<file path="src/hw/digit_font.svh">
// 8x8 bitmaps of the digits 0 to 9, included where score digits are drawn or modeled
localparam logic [0:9][0:7][7:0] DIGIT_FONT = {
    8'h3C, 8'h66, 8'h6E, 8'h7E, 8'h76, 8'h66, 8'h3C, 8'h00,
    8'h18, 8'h38, 8'h18, 8'h18, 8'h18, 8'h18, 8'h7E, 8'h00,
    8'h3C, 8'h66, 8'h06, 8'h1C, 8'h30, 8'h66, 8'h7E, 8'h00,
    8'h3C, 8'h66, 8'h06, 8'h1C, 8'h06, 8'h66, 8'h3C, 8'h00,
    8'h0C, 8'h1C, 8'h2C, 8'h4C, 8'h7E, 8'h0C, 8'h0C, 8'h00,
    8'h7E, 8'h60, 8'h7C, 8'h06, 8'h06, 8'h66, 8'h3C, 8'h00,
    8'h3C, 8'h66, 8'h60, 8'h7C, 8'h66, 8'h66, 8'h3C, 8'h00,
    8'h7E, 8'h06, 8'h0C, 8'h18, 8'h30, 8'h30, 8'h30, 8'h00,
    8'h3C, 8'h66, 8'h66, 8'h3C, 8'h66, 8'h66, 8'h3C, 8'h00,
    8'h3C, 8'h66, 8'h66, 8'h3E, 8'h06, 8'h66, 8'h3C, 8'h00
};

</file>
<file path="src/hw/video_pkg.sv">
// VGA raster timing, pixel color type and scene palette for the game display
package video_pkg;

    localparam logic [10:0] H_ACTIVE = 11'd1280;
    localparam logic [10:0] H_FRONT  = 11'd32;
    localparam logic [10:0] H_SYNC   = 11'd192;
    localparam logic [10:0] H_BACK   = 11'd96;
    localparam logic [10:0] H_TOTAL  = 11'd1600;

    localparam logic [9:0] V_ACTIVE = 10'd480;
    localparam logic [9:0] V_FRONT  = 10'd10;
    localparam logic [9:0] V_SYNC   = 10'd2;
    localparam logic [9:0] V_BACK   = 10'd33;
    localparam logic [9:0] V_TOTAL  = 10'd525;

    typedef struct packed {
        logic [7:0] r;
        logic [7:0] g;
        logic [7:0] b;
    } rgb_t;

    localparam rgb_t SKY_COLOR         = '{8'd135, 8'd206, 8'd235};
    localparam rgb_t GROUND_LINE_COLOR = '{8'd0, 8'd0, 8'd0};
    localparam rgb_t DIRT_COLOR        = '{8'd139, 8'd69, 8'd19};
    localparam rgb_t DEEP_DIRT_COLOR   = '{8'd100, 8'd40, 8'd10};
    localparam rgb_t DIGIT_COLOR       = '{8'd0, 8'd0, 8'd0};
    localparam rgb_t CACTUS_COLOR      = '{8'd0, 8'd160, 8'd0};
    localparam rgb_t LAVA_COLOR        = '{8'd255, 8'd80, 8'd0};
    localparam rgb_t PTERO_COLOR       = '{8'd128, 8'd128, 8'd128};
    localparam rgb_t DINO_RUN_COLOR    = '{8'd80, 8'd80, 8'd80};
    localparam rgb_t DINO_DUCK_COLOR   = '{8'd0, 8'd0, 8'd200};
    localparam rgb_t DINO_JUMP_COLOR   = '{8'd200, 8'd0, 8'd200};
    localparam rgb_t BANNER_COLOR      = '{8'd255, 8'd0, 8'd0};

    typedef struct packed {
        logic [10:0] hcount;
        logic [9:0]  vcount;
    } raster_t;

endpackage

</file>
<file path="src/hw/game_pkg.sv">
// Game geometry, bus register map and the state structs passed between game blocks
package game_pkg;

    typedef logic [10:0] coord_t;

    localparam logic [8:0] ADDR_DINO_X = 9'd0;
    localparam logic [8:0] ADDR_DINO_Y = 9'd1;
    localparam logic [8:0] ADDR_DUCK   = 9'd13;
    localparam logic [8:0] ADDR_JUMP   = 9'd14;
    localparam logic [8:0] ADDR_REPLAY = 9'd19;

    localparam coord_t DINO_X_INIT   = 11'd100;
    localparam coord_t DINO_Y_INIT   = 11'd248;
    localparam coord_t SCAC_X_INIT   = 11'd1200;
    localparam coord_t GROUP_X_INIT  = 11'd1600;
    localparam coord_t LAVA_X_INIT   = 11'd1800;
    localparam coord_t PTERO_X_INIT  = 11'd1400;
    localparam coord_t GROUND_OBST_Y = 11'd248;
    localparam coord_t PTERO_Y       = 11'd200;

    // Box sizes in pixels
    localparam int BOX_SIZE    = 32;
    localparam int GROUP_WIDTH = 64;
    localparam int DIGIT_SIZE  = 8;
    localparam int BANNER_W    = 160;

    localparam coord_t GROUND_Y = 11'd280;
    localparam coord_t DIRT_Y   = 11'd300;
    localparam coord_t SCORE_X  = 11'd120;
    localparam coord_t SCORE_Y  = 11'd10;
    localparam coord_t BANNER_X = 11'd560;
    localparam coord_t BANNER_Y = 11'd200;

    localparam int N_DIGITS        = 5;
    localparam logic [5:0] LFSR_SEED = 6'b101011;
    localparam int PASSES_PER_STEP = 12;

    typedef struct packed {
        coord_t scac_x;
        coord_t group_x;
        coord_t lava_x;
        coord_t ptero_x;
    } obstacles_t;

    typedef struct packed {
        coord_t x;
        coord_t y;
        logic   ducking;
        logic   jumping;
    } player_t;

    typedef logic [N_DIGITS-1:0][3:0] score_t;  // Digit 0 is units

endpackage

</file>
<file path="src/hw/video_timing.sv">
// Raster counters with VGA sync and blank, one pixel per clock
`timescale 1ns/1ps

module video_timing (
    input  logic               clk,
    input  logic               reset,
    output video_pkg::raster_t raster,
    output logic               vga_clk,
    output logic               vga_hs,
    output logic               vga_vs,
    output logic               vga_blank_n,
    output logic               vga_sync_n
);

    logic end_of_line;
    logic end_of_frame;

    assign end_of_line  = raster.hcount == video_pkg::H_TOTAL - 11'd1;
    assign end_of_frame = raster.vcount == video_pkg::V_TOTAL - 10'd1;

    always_ff @(posedge clk or posedge reset) begin
        if (reset) begin
            raster <= '0;
        end else begin
            raster.hcount <= end_of_line ? 11'd0 : raster.hcount + 11'd1;
            if (end_of_line) begin
                raster.vcount <= end_of_frame ? 10'd0 : raster.vcount + 10'd1;
            end
        end
    end

    assign vga_hs = !(raster.hcount >= video_pkg::H_ACTIVE + video_pkg::H_FRONT &&
        raster.hcount < video_pkg::H_ACTIVE + video_pkg::H_FRONT + video_pkg::H_SYNC);
    assign vga_vs = !(raster.vcount >= video_pkg::V_ACTIVE + video_pkg::V_FRONT &&
        raster.vcount < video_pkg::V_ACTIVE + video_pkg::V_FRONT + video_pkg::V_SYNC);
    assign vga_blank_n = raster.hcount < video_pkg::H_ACTIVE &&
        raster.vcount < video_pkg::V_ACTIVE;
    assign vga_sync_n = 1'b0;
    assign vga_clk    = raster.hcount[0];  // DAC strobe

endmodule

</file>
<file path="src/hw/game_control.sv">
// Bus register file, motion tick, collision test and game-over/replay control
`timescale 1ns/1ps

module game_control #(
    parameter int TICK_CYCLES = 2_000_000
) (
    input  logic                  clk,
    input  logic                  reset,
    input  logic                  chipselect,
    input  logic                  write,
    input  logic [8:0]            address,
    input  logic [31:0]           writedata,
    input  game_pkg::obstacles_t  obstacles,
    output game_pkg::player_t     player,
    output logic                  tick,
    output logic                  restart,
    output logic                  game_over
);

    localparam int CNT_W = $clog2(TICK_CYCLES + 1);

    logic [CNT_W-1:0] tick_cnt;
    logic             cnt_wrap;
    logic             replay;
    logic             hit;

    // Half-open box test, the dino is always BOX_SIZE square
    function automatic logic overlap(input game_pkg::coord_t ax, ay, bx, by, input int bw);
        return (ax < bx + bw) && (ax + game_pkg::BOX_SIZE > bx) &&
               (ay < by + game_pkg::BOX_SIZE) && (ay + game_pkg::BOX_SIZE > by);
    endfunction

    assign hit =
        overlap(player.x, player.y, obstacles.scac_x, game_pkg::GROUND_OBST_Y,
                game_pkg::BOX_SIZE) ||
        overlap(player.x, player.y, obstacles.group_x, game_pkg::GROUND_OBST_Y,
                game_pkg::GROUP_WIDTH) ||
        overlap(player.x, player.y, obstacles.lava_x, game_pkg::GROUND_OBST_Y,
                game_pkg::BOX_SIZE) ||
        overlap(player.x, player.y, obstacles.ptero_x, game_pkg::PTERO_Y,
                game_pkg::BOX_SIZE);

    assign cnt_wrap = tick_cnt == CNT_W'(TICK_CYCLES - 1);

    always_ff @(posedge clk or posedge reset) begin
        if (reset) begin
            player <= '{x: game_pkg::DINO_X_INIT, y: game_pkg::DINO_Y_INIT,
                        ducking: 1'b0, jumping: 1'b0};
            replay <= 1'b0;
        end else if (chipselect && write) begin
            case (address)
                game_pkg::ADDR_DINO_X: player.x       <= writedata[10:0];
                game_pkg::ADDR_DINO_Y: player.y       <= writedata[10:0];
                game_pkg::ADDR_DUCK:   player.ducking <= writedata[0];
                game_pkg::ADDR_JUMP:   player.jumping <= writedata[0];
                game_pkg::ADDR_REPLAY: replay         <= writedata[0];
                default: ;
            endcase
        end
    end

    always_ff @(posedge clk or posedge reset) begin
        if (reset) begin
            tick_cnt  <= '0;
            tick      <= 1'b0;
            restart   <= 1'b0;
            game_over <= 1'b0;
        end else begin
            restart <= game_over && replay;
            tick    <= cnt_wrap && !game_over && !hit && !restart;
            if (restart) begin
                tick_cnt <= '0;
            end else if (!game_over) begin
                tick_cnt <= cnt_wrap ? '0 : tick_cnt + 1'b1;
            end
            if (game_over) begin
                if (replay) begin
                    game_over <= 1'b0;
                end
            end else if (hit && !restart) begin  // Obstacles still old on restart
                game_over <= 1'b1;
            end
        end
    end

endmodule

</file>
<file path="src/hw/obstacle_track.sv">
// Scrolls the four obstacles left each tick, wraps them and raises the speed
`timescale 1ns/1ps

module obstacle_track (
    input  logic                 clk,
    input  logic                 reset,
    input  logic                 tick,
    input  logic                 restart,
    output game_pkg::obstacles_t obstacles
);

    localparam game_pkg::obstacles_t OBST_INIT = '{
        scac_x:  game_pkg::SCAC_X_INIT,
        group_x: game_pkg::GROUP_X_INIT,
        lava_x:  game_pkg::LAVA_X_INIT,
        ptero_x: game_pkg::PTERO_X_INIT
    };

    logic [5:0]       lfsr;
    game_pkg::coord_t speed;
    logic [3:0]       pass_cnt;
    logic             any_wrap;

    function automatic game_pkg::coord_t advance(input game_pkg::coord_t x,
                                                 input logic [9:0] offset);
        return (x <= speed) ? video_pkg::H_ACTIVE + {1'b0, offset} : x - speed;
    endfunction

    assign any_wrap = obstacles.scac_x <= speed || obstacles.group_x <= speed ||
                      obstacles.lava_x <= speed || obstacles.ptero_x <= speed;

    always_ff @(posedge clk or posedge reset) begin
        if (reset) begin
            obstacles <= OBST_INIT;
            lfsr      <= game_pkg::LFSR_SEED;
            speed     <= 11'd1;
            pass_cnt  <= '0;
        end else if (restart) begin
            obstacles <= OBST_INIT;
            lfsr      <= game_pkg::LFSR_SEED;
            speed     <= 11'd1;
            pass_cnt  <= '0;
        end else if (tick) begin
            lfsr <= {lfsr[4:0], lfsr[5] ^ lfsr[4]};  // x^6 + x^5 + 1
            obstacles.scac_x  <= advance(obstacles.scac_x, {lfsr, 4'd0});
            obstacles.group_x <= advance(obstacles.group_x, {lfsr ^ 6'h3F, 4'd0});
            obstacles.lava_x  <= advance(obstacles.lava_x, {lfsr[3:0], 6'd0});
            obstacles.ptero_x <= advance(obstacles.ptero_x, {lfsr[5:2], 6'd0});
            if (any_wrap) begin
                if (pass_cnt == 4'(game_pkg::PASSES_PER_STEP - 1)) begin
                    pass_cnt <= '0;
                    speed    <= speed + 11'd1;
                end else begin
                    pass_cnt <= pass_cnt + 4'd1;
                end
            end
        end
    end

endmodule

</file>
<file path="src/hw/score_counter.sv">
// Five-digit decimal score, one step per motion tick
`timescale 1ns/1ps

module score_counter (
    input  logic             clk,
    input  logic             reset,
    input  logic             tick,
    input  logic             restart,
    output game_pkg::score_t score
);

    function automatic game_pkg::score_t bcd_inc(input game_pkg::score_t s);
        game_pkg::score_t r;
        logic             carry;
        r     = s;
        carry = 1'b1;
        for (int i = 0; i < game_pkg::N_DIGITS; i++) begin
            if (carry) begin
                if (s[i] == 4'd9) begin
                    r[i] = 4'd0;  // Ripple into next digit
                end else begin
                    r[i]  = s[i] + 4'd1;
                    carry = 1'b0;
                end
            end
        end
        return r;
    endfunction

    always_ff @(posedge clk or posedge reset) begin
        if (reset) begin
            score <= '0;
        end else if (restart) begin
            score <= '0;
        end else if (tick) begin
            score <= bcd_inc(score);
        end
    end

endmodule

</file>
<file path="src/hw/pixel_renderer.sv">
// Composes each pixel from background, boxes, score and banner, one clock behind the raster
`timescale 1ns/1ps

module pixel_renderer (
    input  logic                 clk,
    input  logic                 reset,
    input  logic                 game_over,
    input  video_pkg::raster_t   raster,
    input  game_pkg::player_t    player,
    input  game_pkg::obstacles_t obstacles,
    input  game_pkg::score_t     score,
    output video_pkg::rgb_t      color
);

    `include "digit_font.svh"

    video_pkg::rgb_t pixel;
    logic [10:0]     rx;
    logic [2:0]      ry;
    logic [2:0]      cx;
    logic [2:0]      slot;
    logic            in_score;
    logic [3:0]      digit;

    function automatic logic in_box(input logic [10:0] px, input logic [9:0] py,
                                    input game_pkg::coord_t x, y, input int w, ht);
        return px >= x && px < x + w && py >= y && py < y + ht;
    endfunction

    // Position inside the score field
    assign rx   = raster.hcount - game_pkg::SCORE_X;
    assign ry   = 3'(raster.vcount - game_pkg::SCORE_Y);
    assign cx   = 3'(rx % game_pkg::DIGIT_SIZE);
    assign slot = 3'(rx / game_pkg::DIGIT_SIZE);
    assign in_score = in_box(raster.hcount, raster.vcount, game_pkg::SCORE_X,
        game_pkg::SCORE_Y, game_pkg::N_DIGITS * game_pkg::DIGIT_SIZE, game_pkg::DIGIT_SIZE);
    assign digit = in_score ? score[3'(game_pkg::N_DIGITS - 1) - slot] : 4'd0;  // MSD left

    always_comb begin
        pixel = video_pkg::SKY_COLOR;
        if (!game_over) begin
            if (raster.vcount == game_pkg::GROUND_Y) begin
                pixel = video_pkg::GROUND_LINE_COLOR;
            end else if (raster.vcount > game_pkg::DIRT_Y) begin
                pixel = video_pkg::DEEP_DIRT_COLOR;
            end else if (raster.vcount > game_pkg::GROUND_Y) begin
                pixel = video_pkg::DIRT_COLOR;
            end

            if (in_box(raster.hcount, raster.vcount, player.x, player.y,
                       game_pkg::BOX_SIZE, game_pkg::BOX_SIZE)) begin
                if (player.ducking) begin
                    pixel = video_pkg::DINO_DUCK_COLOR;
                end else if (player.jumping) begin
                    pixel = video_pkg::DINO_JUMP_COLOR;
                end else begin
                    pixel = video_pkg::DINO_RUN_COLOR;
                end
            end

            if (in_box(raster.hcount, raster.vcount, obstacles.scac_x, game_pkg::GROUND_OBST_Y,
                       game_pkg::BOX_SIZE, game_pkg::BOX_SIZE)) begin
                pixel = video_pkg::CACTUS_COLOR;
            end
            if (in_box(raster.hcount, raster.vcount, obstacles.group_x, game_pkg::GROUND_OBST_Y,
                       game_pkg::GROUP_WIDTH, game_pkg::BOX_SIZE)) begin
                pixel = video_pkg::CACTUS_COLOR;
            end
            if (in_box(raster.hcount, raster.vcount, obstacles.lava_x, game_pkg::GROUND_OBST_Y,
                       game_pkg::BOX_SIZE, game_pkg::BOX_SIZE)) begin
                pixel = video_pkg::LAVA_COLOR;
            end
            if (in_box(raster.hcount, raster.vcount, obstacles.ptero_x, game_pkg::PTERO_Y,
                       game_pkg::BOX_SIZE, game_pkg::BOX_SIZE)) begin
                pixel = video_pkg::PTERO_COLOR;
            end

            if (in_score && DIGIT_FONT[digit][ry][3'd7 - cx]) begin
                pixel = video_pkg::DIGIT_COLOR;
            end
        end else if (in_box(raster.hcount, raster.vcount, game_pkg::BANNER_X,
                            game_pkg::BANNER_Y, game_pkg::BANNER_W, game_pkg::BOX_SIZE)) begin
            pixel = video_pkg::BANNER_COLOR;  // Replay banner
        end
    end

    always_ff @(posedge clk or posedge reset) begin
        if (reset) begin
            color <= video_pkg::SKY_COLOR;
        end else begin
            color <= pixel;
        end
    end

endmodule

</file>
<file path="src/hw/dino_game_top.sv">
// Runner game top level, connects the bus and VGA pins to the game blocks
`timescale 1ns/1ps

module dino_game_top #(
    parameter int TICK_CYCLES = 2_000_000
) (
    input  logic             clk,
    input  logic             reset,
    input  logic             chipselect,
    input  logic             write,
    input  logic [8:0]       address,
    input  logic [31:0]      writedata,
    output logic [7:0]       vga_r,
    output logic [7:0]       vga_g,
    output logic [7:0]       vga_b,
    output logic             vga_clk,
    output logic             vga_hs,
    output logic             vga_vs,
    output logic             vga_blank_n,
    output logic             vga_sync_n,
    output logic             game_over,
    output game_pkg::score_t score
);

    video_pkg::raster_t   raster;
    video_pkg::rgb_t      color;
    game_pkg::player_t    player;
    game_pkg::obstacles_t obstacles;
    logic                 tick;
    logic                 restart;

    video_timing u_timing (.clk, .reset, .raster, .vga_clk, .vga_hs, .vga_vs,
                           .vga_blank_n, .vga_sync_n);

    game_control #(.TICK_CYCLES(TICK_CYCLES)) u_control (
        .clk, .reset, .chipselect, .write, .address, .writedata,
        .obstacles, .player, .tick, .restart, .game_over
    );

    obstacle_track u_obstacles (.clk, .reset, .tick, .restart, .obstacles);

    score_counter u_score (.clk, .reset, .tick, .restart, .score);

    pixel_renderer u_renderer (.clk, .reset, .game_over, .raster, .player, .obstacles,
                               .score, .color);

    assign vga_r = color.r;
    assign vga_g = color.g;
    assign vga_b = color.b;

endmodule

</file>
<file path="config.mk">
export PLATFORM = sky130hd
export DESIGN_NAME = dino_game_top
export DESIGN_NICKNAME = d
export VERILOG_FILES = /design/src/hw/video_pkg.sv /design/src/hw/game_pkg.sv /design/src/hw/video_timing.sv /design/src/hw/game_control.sv /design/src/hw/obstacle_track.sv /design/src/hw/score_counter.sv /design/src/hw/pixel_renderer.sv /design/src/hw/dino_game_top.sv
export VERILOG_INCLUDE_DIRS = /design/src /design/src/hw
export SDC_FILE = /design/constraint.sdc
export NUM_CORES = 1
export LEC_CHECK = 0
export BUFFER_PORTS_ARGS = -buffer_cell sky130_fd_sc_hd__clkbuf_2
export CORE_ASPECT_RATIO = 1.2
export CORE_MARGIN = 4
export CORE_UTILIZATION = 40
export CTS_CLUSTER_SIZE = 10
export DETAILED_ROUTE_END_ITERATION = 8
export PLACE_DENSITY_LB_ADDON = 0.12
export SKIP_LAST_GASP = 1
export SYNTH_ARGS = -nofsm -noshare
export SYNTH_HDL_FRONTEND = slang
export SYNTH_SLANG_ARGS = --single-unit
</file>
<file path="constraint.sdc">
create_clock -name clk -period 5.4 [get_ports clk]
set_clock_uncertainty 0.05 [all_clocks]
set_input_delay 1.08 -clock clk [delete_from_list [all_inputs] [get_ports clk]]
set_output_delay 1.08 -clock clk [all_outputs]
set_load 0.02 [all_outputs]
</file>
==> key figures, run 1 <==
Synth
  – Cell taking the most area after synthesis: dfrtp_1
  – Post-synth EDFFs: 0
  – Sequential area share after synthesis: 27.5%
  – Most frequent cell after synthesis: ha_1
  – Seq cells post-synth: 175
  – Syn. warnings: 0
  – Cell area after synthesis: 16100 um^2
  – Ys async rst share: 100%
  – Post-synth top flop: dfrtp_1
  – Gate Count Post-Synth: 1850
  – Top cells by area, synth: dfrtp_1 (21%), ha_1 (20%), dfstp_2 (6.9%), a21oi_1 (3.5%), inv_1 (3.4%)
  – Synthesized area per cell: 8.70 um^2
  – Netlist cell types: 94
  – Post-synth top area share: 20.7%
  – Top cells by count, synth: ha_1 (251), inv_1 (146), nor2_1 (136)

Drt
  – Final ANT Viol Nets: 0
  – Vias per cell: 5.76
  – DRC: 0
  – WL met1: 21500 um
  – DR vias: 14.1k
  – Routed Wire Length: 47600 um
  – Met2 WL: 23000 um
  – Routed WL per cell: 19.5 um
  – DR WL met3: 1520 um
  – TritonRoute pass-1 iters: 5
  – Highest metal used: met4
  – Iteration-0 DRC Markers: 885

Floorplanning
  – # IOs: 95
  – Core footprint: 39700 um^2
  – Die Wd: 191 um
  – Num rows: 80
  – Die height: 228 um
  – Total die area: 43500 um^2
  – Starting Density: 40.5%

Final layout
  – Final instance area: 17600 um^2
  – Area delta synth->final: 9.22%
  – Post-route insts no fill: 2445
  – Share of layout cells above drive strength 1: 12.9%
  – ANT cells: 0
  – Total Nets Final: 2199

Setup path
  – CP Cell Sequence: inv_1 -> ha_1 -> mux4_2 -> mux2i_1 -> nand2b_1 -> ha_1 -> o21ai_0 -> nand2_1 -> a22oi_2 -> nand4b_1 -> o311ai_1 -> a221oi_2 -> buf_4 -> nor2_4 -> or4_4 -> o31ai_2
  – R2R Setup Slk: 0.45 ns
  – Worst R2R Path Depth: 16
  – CP max FO: 8
  – Critical Path Start Type: flop
  – Setup Crit Path Kind: reg2reg
  – R2r endpoint: u_renderer.color[9]$_DFF_PP1_
  – Critical Path AT: 5.28 ns
  – CP endpoint kind: flop
  – Crit-path max cell delay: 0.59 ns
  – Slowest cell on the critical path: mux4_2
  – Cell mode on critical path: ha_1
  – Critical Path RT: 5.73 ns
  – Reg-to-Reg Start: u_timing.raster[14]$_DFF_PP0_

Clocking
  – H-tree levels: 4
  – CTS tree: done
  – CTS buffer count: 17
  – Clk slew on worst S/H paths: 0.07 ns
  – Hold_buf cts: 0
  – Max Root-Sink Buffers: 2
  – Clk root buf: clkbuf_16
  – Sink Count: 175
  – Post-CTS setup buffer count: 0
  – Clk_lat worst skew: 0.47 ns
  – CTS resizes: 0

Place
  – Routability congestion estimate: 0.862
  – DP Cell Count: 2413
  – Area after DPL: 17100 um^2
  – Post-DP HPWL: 36000 um
  – Port Buf Inserts: 71

STA
  – Max_slew headroom: 20.5%
  – Fin. Hold Viols: 0
  – Fmax: 0.202 GHz
  – Slew Viols, Final: 0
  – Final setup fails: 0
  – Unrepaired setup endpoints after global routing: no
  – Final Critical Period: 4.95 ns
  – Final worst-path cycle share: 91.7%
  – Setup TNS: 0 ns
  – Worst-Margin Slew: 1.16 ns

Status
  – Status: finished, final reports clean

GRT
  – Pin count of the biggest net entering global routing: 106
  – Vias in the first global route: 14.1k
  – Total GRT Usage: 22.1%
  – Overflow after GRT: 0
  – Initial antenna violation count: 0
  – First-pass GRT wire length: 76900 um

Pwr
  – Max IR drop VDD: 0.238 mV
  – Power per standard cell area: 244 nW/um^2
  – Leakage power: 7.85 nW

Hold path
  – Worst hold path type: reg2reg
  – Hold Path Depth: 1
  – Hold path start: u_control.replay$_DFFE_PP0P_
  – Hold endpoint: u_control.game_over$_DFF_PP0_

Run
  – Max-Cap Viols: 0
==> cell families (layout without fill, tap and decap cells) <==
logic type,Yosys count,in the layout,share of synthesized area [%]
AO/OA/AOI/OAI,499,499,20.7
XOR/XNOR,72,72,4.01
adder cells (fa/ha/maj),255,255,20.0
buffers and inverters,220,281,5.54
flip-flops,175,175,27.5
multiplexers,59,59,4.31
other,1,2,0.0233
AND/OR/NAND/NOR,569,569,17.9
==> final cells by class <==
cell class,count,area [um^2]
multi-input combinational,1456,10800
inverter,146,552
fill,3965,22200
sequential,175,4430
tap,533,667
timing repair buffer,103,608
clock inverter,12,85.1
clock buffer,20,447
==> critical path, delay by kind of cell, from the launching register on <==
family                   cells  cell delay, ns
AO/OA/AOI/OAI                5            1.29
adder cells (fa/ha/maj)      2            0.82
buffers and inverters        2            0.31
flip-flops                   1            0.42
multiplexers                 2            0.81
AND/OR/NAND/NOR              5            1.15
==> power breakdown <==
| group | internal [mW] | switching, mW | total [mW] |
|---|---|---|---|
| registers | 1.46 | 0.127 | 1.59 |
| logic | 0.627 | 0.893 | 1.52 |
| clock network | 0.602 | 0.581 | 1.18 |
| total | 2.69 | 1.60 | 4.29 |
==> placed cells by master (no fill, tap or decap), drive strengths merged, types with 47 or more instances in the layout <==
| cell type | netlist | layout |
|---|---|---|
| nand2 | 127 | 127 |
| o21ai | 112 | 112 |
| dfrtp | 133 | 133 |
| a21oi | 114 | 114 |
| xnor2 | 47 | 47 |
| nor3 | 47 | 47 |
| clkbuf | 53 | 91 |
| ha | 251 | 251 |
| nor2 | 138 | 138 |
| nand3 | 82 | 82 |
| inv | 146 | 149 |
==> per-layer routing <==
layer / track usage, % / vias to the layer above
li1: - / 6880
met1: 29.2 / 6853
met2: 37.2 / 272
met3: 2.84 / 70
met4: 7.66 / 0
met5: 0 / -
==> flip-flops by register name (all words and copies together), names as in the netlist <==
name / flops
u_score.score: 20
u_obstacles.speed: 11
u_control.restart: 1
u_control.player: 24
u_control.game_over: 1
u_obstacles.pass_cnt: 4
u_timing.raster: 21
u_control.tick: 1
u_obstacles.lfsr: 6
u_control.replay: 1
u_obstacles.obstacles: 44
u_control.tick_cnt: 21
u_renderer.color: 20
==> worst max path at each step <==
stage / endpoint / start / depth (start not counted) / slack, ns
final: u_renderer.color[9]$_DFF_PP1_ / u_timing.raster[14]$_DFF_PP0_ / 16 / 0.45
after global routing: u_renderer.color[9]$_DFF_PP1_ / u_timing.raster[14]$_DFF_PP0_ / 16 / 0.07
after CTS: u_renderer.color[9]$_DFF_PP1_ / u_timing.raster[14]$_DFF_PP0_ / 16 / 0.44
after detailed placement: u_renderer.color[9]$_DFF_PP1_ / u_timing.raster[14]$_DFF_PP0_ / 16 / 0.46
after global placement: u_renderer.color[11]$_DFF_PP1_ / u_timing.raster[14]$_DFF_PP0_ / 16 / 0.49
after floorplan: u_renderer.color[9]$_DFF_PP1_ / u_timing.raster[18]$_DFF_PP0_ / 18 / 1.05
==> stage by stage <==
step / total power, mW / hold WS [ns] / setup WS [ns] / util [%]
finish: 4.29 / 0.473 / 0.447 / 44.3
global route: 4.58 / 0.491 / 0.0663 / 44.3
CTS: 4.34 / 0.472 / 0.439 / 44.3
detailed placement: 3.12 / 0.459 / 0.464 / 42.9
global placement: 3.11 / 0.447 / 0.494 / 42.9
floorplan: 2.71 / 0.376 / 1.05 / -
Note: power is estimated with default switching activity, not from simulation.
==> run 2: changes to the inputs <==
Settings changed: CTS_BUF_LIST set to sky130_fd_sc_hd__clkbuf_4 sky130_fd_sc_hd__clkbuf_8 sky130_fd_sc_hd__clkbuf_16.
==> key figures, run 2 (synthesized netlist as in run 1, its figures left out) <==
Status
  – Status: finished, final reports clean

Final layout
  – Biggest register: u_obstacles.obstacles
  – ANT cells: 0
  – Commonest non-fill, non-tap cell in the layout: ha_1
  – Post-route insts no fill: 2445
  – Most frequent cells in the layout: ha_1 (251), inv_1 (145), nor2_1 (136)
  – Fill cell count: 3961
  – Area delta synth->final: 9.26%
  – Footprint of the multi-input gates: 10800 um^2
  – Max reg flops: 44
  – Share of layout cells above drive strength 1: 13.0%
  – Biggest regs: u_obstacles.obstacles x44, u_control.player x24
  – Reg area: 4430 um^2
  – Total Nets Final: 2199

Setup path
  – Crit-path max cell delay: 0.59 ns
  – Slowest cell on the critical path: mux4_2
  – Setup Crit Path Kind: reg2reg
  – Critical Path Start Type: flop
  – Worst R2R Path Depth: 16
  – Reg-to-Reg Start: u_timing.raster[14]$_DFF_PP0_
  – R2r endpoint: u_renderer.color[9]$_DFF_PP1_
  – R2R Setup Slk: 0.41 ns
  – Critical Path AT: 5.31 ns
  – CP max FO: 8
  – Critical Path RT: 5.73 ns
  – Cell mode on critical path: ha_1
  – CP endpoint kind: flop
  – CP Cell Sequence: inv_1 -> ha_1 -> mux4_2 -> mux2i_1 -> nand2b_1 -> ha_1 -> o21ai_0 -> nand2_1 -> a22oi_2 -> nand4b_1 -> o311ai_1 -> a221oi_2 -> buf_4 -> nor2_4 -> or4_4 -> o31ai_2

Hold path
  – Worst hold path type: reg2reg
  – Hold endpoint: u_control.game_over$_DFF_PP0_
  – Hold Path Depth: 1
  – Hold path start: u_control.replay$_DFFE_PP0P_

STA
  – Slew Viols, Final: 0
  – Final Critical Period: 4.99 ns
  – Unrepaired setup endpoints after global routing: no
  – Worst-Margin Slew: 1.18 ns
  – Final worst-path cycle share: 92.4%
  – Setup TNS: 0 ns
  – Max_slew headroom: 19.3%
  – Fmax: 0.201 GHz
  – Final setup fails: 0
  – Fin. Hold Viols: 0

Drt
  – Iteration-0 DRC Markers: 929
  – Final ANT Viol Nets: 0
  – Vias per cell: 5.76
  – TritonRoute pass-1 iters: 5
  – Routed Wire Length: 47700 um
  – DR vias: 14.1k
  – Routed WL per cell: 19.5 um
  – DRC: 0

Place
  – Routability congestion estimate: 0.862
  – Post-DP HPWL: 36000 um
  – DP Cell Count: 2413
  – Port Buf Inserts: 71

Pwr
  – Power per standard cell area: 245 nW/um^2
  – Leakage power: 7.85 nW
  – Pwr Total: 4.30 mW
  – Max IR drop VDD: 0.237 mV

Clocking
  – Post-CTS setup buffer count: 0
  – Sink Count: 175
  – Clk slew on worst S/H paths: 0.07 ns
  – Clk root buf: clkbuf_16
  – Max Root-Sink Buffers: 2
  – CTS buffer count: 17
  – CTS resizes: 0
  – Clk_lat worst skew: 0.47 ns
  – Hold_buf cts: 0
  – H-tree levels: 4
  – CTS tree: done

Floorplanning
  – Die Wd: 191 um
  – Starting Density: 40.5%
  – Num rows: 80
  – # IOs: 95
  – Core footprint: 39700 um^2
  – Die height: 228 um
  – Total die area: 43500 um^2

GRT
  – Pin count of the biggest net entering global routing: 106
  – Total GRT Usage: 22.1%
  – Vias in the first global route: 14.1k
  – Initial antenna violation count: 0
  – First-pass GRT wire length: 77000 um
  – Overflow after GRT: 0

Run
  – Max-Cap Viols: 0
[run 2: changes by cell type in the layout (fill, tap and decap cells not counted)]
cell,change
clkbuf_4,+2
clkbuf_1,-2
[run 2: worst max path at each step]
stage                                   from                             end
3_3_place_gp   u_timing.raster[14]$_DFF_PP0_  u_renderer.color[11]$_DFF_PP1_
5_1_grt        u_timing.raster[14]$_DFF_PP0_   u_renderer.color[9]$_DFF_PP1_
4_1_cts        u_timing.raster[14]$_DFF_PP0_   u_renderer.color[9]$_DFF_PP1_
6_report       u_timing.raster[14]$_DFF_PP0_   u_renderer.color[9]$_DFF_PP1_
2_1_floorplan  u_timing.raster[18]$_DFF_PP0_   u_renderer.color[9]$_DFF_PP1_
3_5_place_dp   u_timing.raster[14]$_DFF_PP0_   u_renderer.color[9]$_DFF_PP1_
[run 2: per-stage QoR]
step	setup slack (ns)	util, %	hold WS (ns)	instance area [um^2]
floorplan	1.05	-	0.376	16100
global placement	0.494	42.9	0.447	17100
detailed placement	0.464	42.9	0.459	17100
CTS	0.439	44.3	0.473	17600
global route	0.0664	44.3	0.493	17600
finish	0.413	44.3	0.472	17600
[run 2: cell type report]
| cell class | count | area share, % |
|---|---|---|
| clock buffers | 20 | 2.58 |
| clock inverters | 12 | 0.484 |
| inverters | 146 | 3.14 |
| multi-input cells | 1456 | 61.3 |
| flip-flops and latches | 175 | 25.2 |
| well taps | 533 | 3.79 |
| repair buffers | 103 | 3.46 |
[run 2: power by group]
group	internal, mW	total (mW)	leakage (nW)	switching (mW)
combinational	0.627	1.52	5.33	0.895
clock	0.612	1.19	0.260	0.582
sequential	1.46	1.59	2.26	0.128
total	2.70	4.30	7.85	1.61
[run 2: layer usage]
layer	up-vias	global-route usage, %	wire [um]
li1	6879	-	-
met1	6892	29.3	21800
met2	257	37.1	23100
met3	63	2.84	1430
met4	0	7.66	1410
met5	-	0	0
[run 2: critical path, delay by kind of cell, from the launching register on]
family / cells / cell delay [ns]
fa+ha+maj: 2 / 0.82
simple gates: 5 / 1.16
buf+inv: 2 / 0.31
compound gates: 5 / 1.33
flops: 1 / 0.42
mux: 2 / 0.81
==> run 3: changes to the inputs <==
Settings changed: SYNTH_HIERARCHICAL set to 1.
==> key figures, run 3 <==
Status
  – Status: finished, final reports clean

Synth
  – Largest family of logic cells by synthesized area: compound AO/OA/AOI/OAI gates
  – Most frequent cell after synthesis: ha_1
  – Cell area after synthesis: 16900 um^2
  – Post-synth top flop: dfrtp_1
  – Seq cells post-synth: 175
  – Sequential area share after synthesis: 26.2%
  – Post-Synth Adder-Cell Area: 19.4%
  – Post-synthesis compound-gate area fraction: 21.2%
  – Synthesized area per cell: 8.68 um^2
  – Post-synth top area share: 19.7%
  – Cell taking the most area after synthesis: dfrtp_1
  – Netlist cell types: 110
  – Post-synth EDFFs: 0
  – Top cells by count, synth: ha_1 (256), inv_1 (187), dfrtp_1 (133)
  – Post-synthesis simple-gate area fraction: 18.7%
  – Syn nets: 2257
  – Post-Synth XOR/XNOR Area: 4.88%
  – Ys async rst share: 100%
  – Syn. warnings: 6
  – Gate Count Post-Synth: 1952
  – Top cells by area, synth: dfrtp_1 (20%), ha_1 (19%), dfstp_2 (6.5%), inv_1 (4.1%), xnor2_1 (3.4%)
  – Post-synthesis mux area share: 3.84%

STA
  – Final worst-path cycle share: 84.7%
  – Setup TNS: 0 ns
  – Fmax: 0.219 GHz
  – Fin. Hold Viols: 0
  – Worst-Margin Slew: 1.16 ns
  – Unrepaired setup endpoints after global routing: no
  – Final setup fails: 0
  – Slew Viols, Final: 0
  – Max_slew headroom: 22.5%
  – Final Critical Period: 4.58 ns

Place
  – Routability congestion estimate: 0.898
  – DP Cell Count: 2552
  – Area after DPL: 17900 um^2
  – Port Buf Inserts: 71
  – Post-DP HPWL: 38700 um

Setup path
  – Crit-path max cell delay: 0.50 ns
  – CP endpoint kind: flop
  – Cell mode on critical path: buf_4
  – Slowest cell on the critical path: xor3_1
  – Reg-to-Reg Start: u_timing/raster[13]$_DFF_PP0_
  – Critical Path Start Type: flop
  – CP Buf/Inv Count: 4
  – R2r endpoint: u_renderer/color[3]$_DFF_PP1_
  – CP max FO: 18
  – Critical Path RT: 5.70 ns
  – Crit path to: u_renderer/color[3]$_DFF_PP1_
  – Setup Crit Path Kind: reg2reg
  – CP Cell Sequence: buf_4 -> ha_1 -> xor3_1 -> mux2i_1 -> o21ai_1 -> buf_4 -> nor2_1 -> ha_1 -> inv_1 -> or3_1 -> o21ai_1 -> nor2_1 -> o221a_2 -> o221ai_1 -> a21oi_2 -> buf_4 -> o41ai_1
  – Critical Path Start: u_timing/raster[13]$_DFF_PP0_
  – Cell family contributing the most delay on the critical path: compound AO/OA/AOI/OAI gates
  – R2R Setup Slk: 0.82 ns
  – Worst R2R Path Depth: 17
  – Critical Path Stages: 17
  – Critical Path AT: 4.87 ns

Pwr
  – Sequential Power Share: 36.1%
  – Leakage power: 8.23 nW
  – Sw frac: 37.8%
  – Max IR drop VDD: 0.242 mV
  – Combinational share of power: 36.1%
  – Net Sw Power: 1.74 mW
  – Int Pwr: 2.86 mW
  – Clock power share: 27.7%
  – Power per standard cell area: 249 nW/um^2

Clocking
  – H-tree levels: 4
  – CTS resizes: 0
  – Post-CTS setup buffer count: 0
  – Hold_buf cts: 0
  – CTS tree: done
  – Clk slew on worst S/H paths: 0.07 ns
  – Sink Count: 175
  – Max Root-Sink Buffers: 2
  – Clk root buf: clkbuf_16
  – CTS buffer count: 17
  – Clk_lat worst skew: 0.46 ns

Drt
  – TritonRoute pass-1 iters: 5
  – Routed WL per cell: 20.0 um
  – DR vias: 15.2k
  – Vias per cell: 5.88
  – Final ANT Viol Nets: 0
  – DRC: 0
  – Iteration-0 DRC Markers: 889
  – Routed Wire Length: 51700 um

Final layout
  – Total Nets Final: 2330
  – Commonest non-fill, non-tap cell in the layout: ha_1
  – Post-layout util: 44.3%
  – Share of layout cells above drive strength 1: 13.0%
  – Most frequent cells in the layout: ha_1 (256), inv_1 (185), dfrtp_1 (132)
  – Final instance area: 18500 um^2
  – ANT cells: 0
  – Biggest register: u_obstacles/obstacles
  – Biggest regs: u_obstacles/obstacles x44, u_control/player x24
  – Area delta synth->final: 9.37%
  – Post-route insts no fill: 2584
  – Fill cell count: 4227
  – Max reg flops: 44

Hold path
  – Worst hold path type: reg2reg

Floorplanning
  – Num rows: 82
  – Die height: 233 um
  – # IOs: 95
  – Total die area: 45700 um^2
  – Die Wd: 196 um
  – Starting Density: 40.5%
  – Core footprint: 41900 um^2

Run
  – Max-Cap Viols: 0

GRT
  – Overflow after GRT: 0
  – Total GRT Usage: 22.5%
  – Initial antenna violation count: 0
  – Vias in the first global route: 14.9k
  – Pin count of the biggest net entering global routing: 50
  – First-pass GRT wire length: 82300 um
-- run 3: layer usage --
layer	vias to the layer above	track usage, %	part of all wire [%]
li1	7360	-	-
met4	0	7.27	2.4
met3	67	2.78	3.9
met2	384	40.0	50
met1	7386	28.3	44
met5	-	0	0
-- run 3: kinds of logic (layout without fill, tap and decap cells) --
group,Yosys count,in the layout
AND/OR/NAND/NOR,611,611
XOR/XNOR,91,91
other,2,2
AO/OA/AOI/OAI,520,520
flip-flops,175,175
buffers and inverters,236,322
multiplexers,57,57
adder cells (fa/ha/maj),260,260
-- run 3: area by class of cell --
| class | count | area, um^2 | area share, % |
|---|---|---|---|
| Clock buffer | 21 | 490 | 2.65 |
| Tap cell | 546 | 683 | 3.69 |
| Inverter | 188 | 706 | 3.81 |
| Timing Repair Buffer | 102 | 588 | 3.17 |
| Multi-Input combinational cell | 1541 | 11500 | 62.2 |
| Sequential cell | 175 | 4430 | 23.9 |
| Clock inverter | 11 | 104 | 0.561 |
-- run 3: worst reg2reg max path, stage by stage, from the launching register on --
cell      delay, ns
dfrtp_1        0.38
buf_4          0.23
ha_1           0.26
xor3_1         0.50
mux2i_1        0.24
o21ai_1        0.09
buf_4          0.18
nor2_1         0.23
ha_1           0.30
inv_1          0.11
or3_1          0.40
o21ai_1        0.19
nor2_1         0.11
o221a_2        0.29
o221ai_1       0.20
a21oi_2        0.11
buf_4          0.21
o41ai_1        0.39
-- run 3: power groups by stage --
| stage | registers (mW) | logic, mW | clock network (mW) |
|---|---|---|---|
| 6_report | 1.66 | 1.67 | 1.28 |
| 2_1_floorplan | 1.68 | 1.19 | 0 |
| 3_5_place_dp | 1.69 | 1.65 | 0 |
| 4_1_cts | 1.66 | 1.66 | 1.32 |
| 3_3_place_gp | 1.69 | 1.63 | 0 |
| 5_1_grt | 1.68 | 1.84 | 1.37 |
-- run 3: stage by stage --
stage	total power [mW]	hold WS, ns	setup WS [ns]
after global routing	4.90	0.489	0.514
after global placement	3.32	0.438	0.883
after CTS	4.65	0.462	0.828
final	4.61	0.456	0.825
after detailed placement	3.34	0.449	0.872
after floorplan	2.87	0.394	1.52
-- run 3: worst min path at each step --
| stage | start | depth (start not counted) | end | slack, ns |
|---|---|---|---|---|
| CTS | u_control/tick_cnt[20]$_DFFE_PP0P_ | 1 | u_control/tick_cnt[20]$_DFFE_PP0P_ | 0.46 |
| detailed placement | u_control/tick_cnt[19]$_DFFE_PP0P_ | 1 | u_control/tick_cnt[19]$_DFFE_PP0P_ | 0.45 |
| floorplan | u_control/tick_cnt[20]$_DFFE_PP0P_ | 1 | u_control/tick_cnt[20]$_DFFE_PP0P_ | 0.39 |
| global placement | u_control/tick_cnt[20]$_DFFE_PP0P_ | 1 | u_control/tick_cnt[20]$_DFFE_PP0P_ | 0.44 |
| finish | u_control/tick_cnt[19]$_DFFE_PP0P_ | 1 | u_control/tick_cnt[19]$_DFFE_PP0P_ | 0.46 |
| global route | u_control/tick_cnt[19]$_DFFE_PP0P_ | 1 | u_control/tick_cnt[19]$_DFFE_PP0P_ | 0.49 |
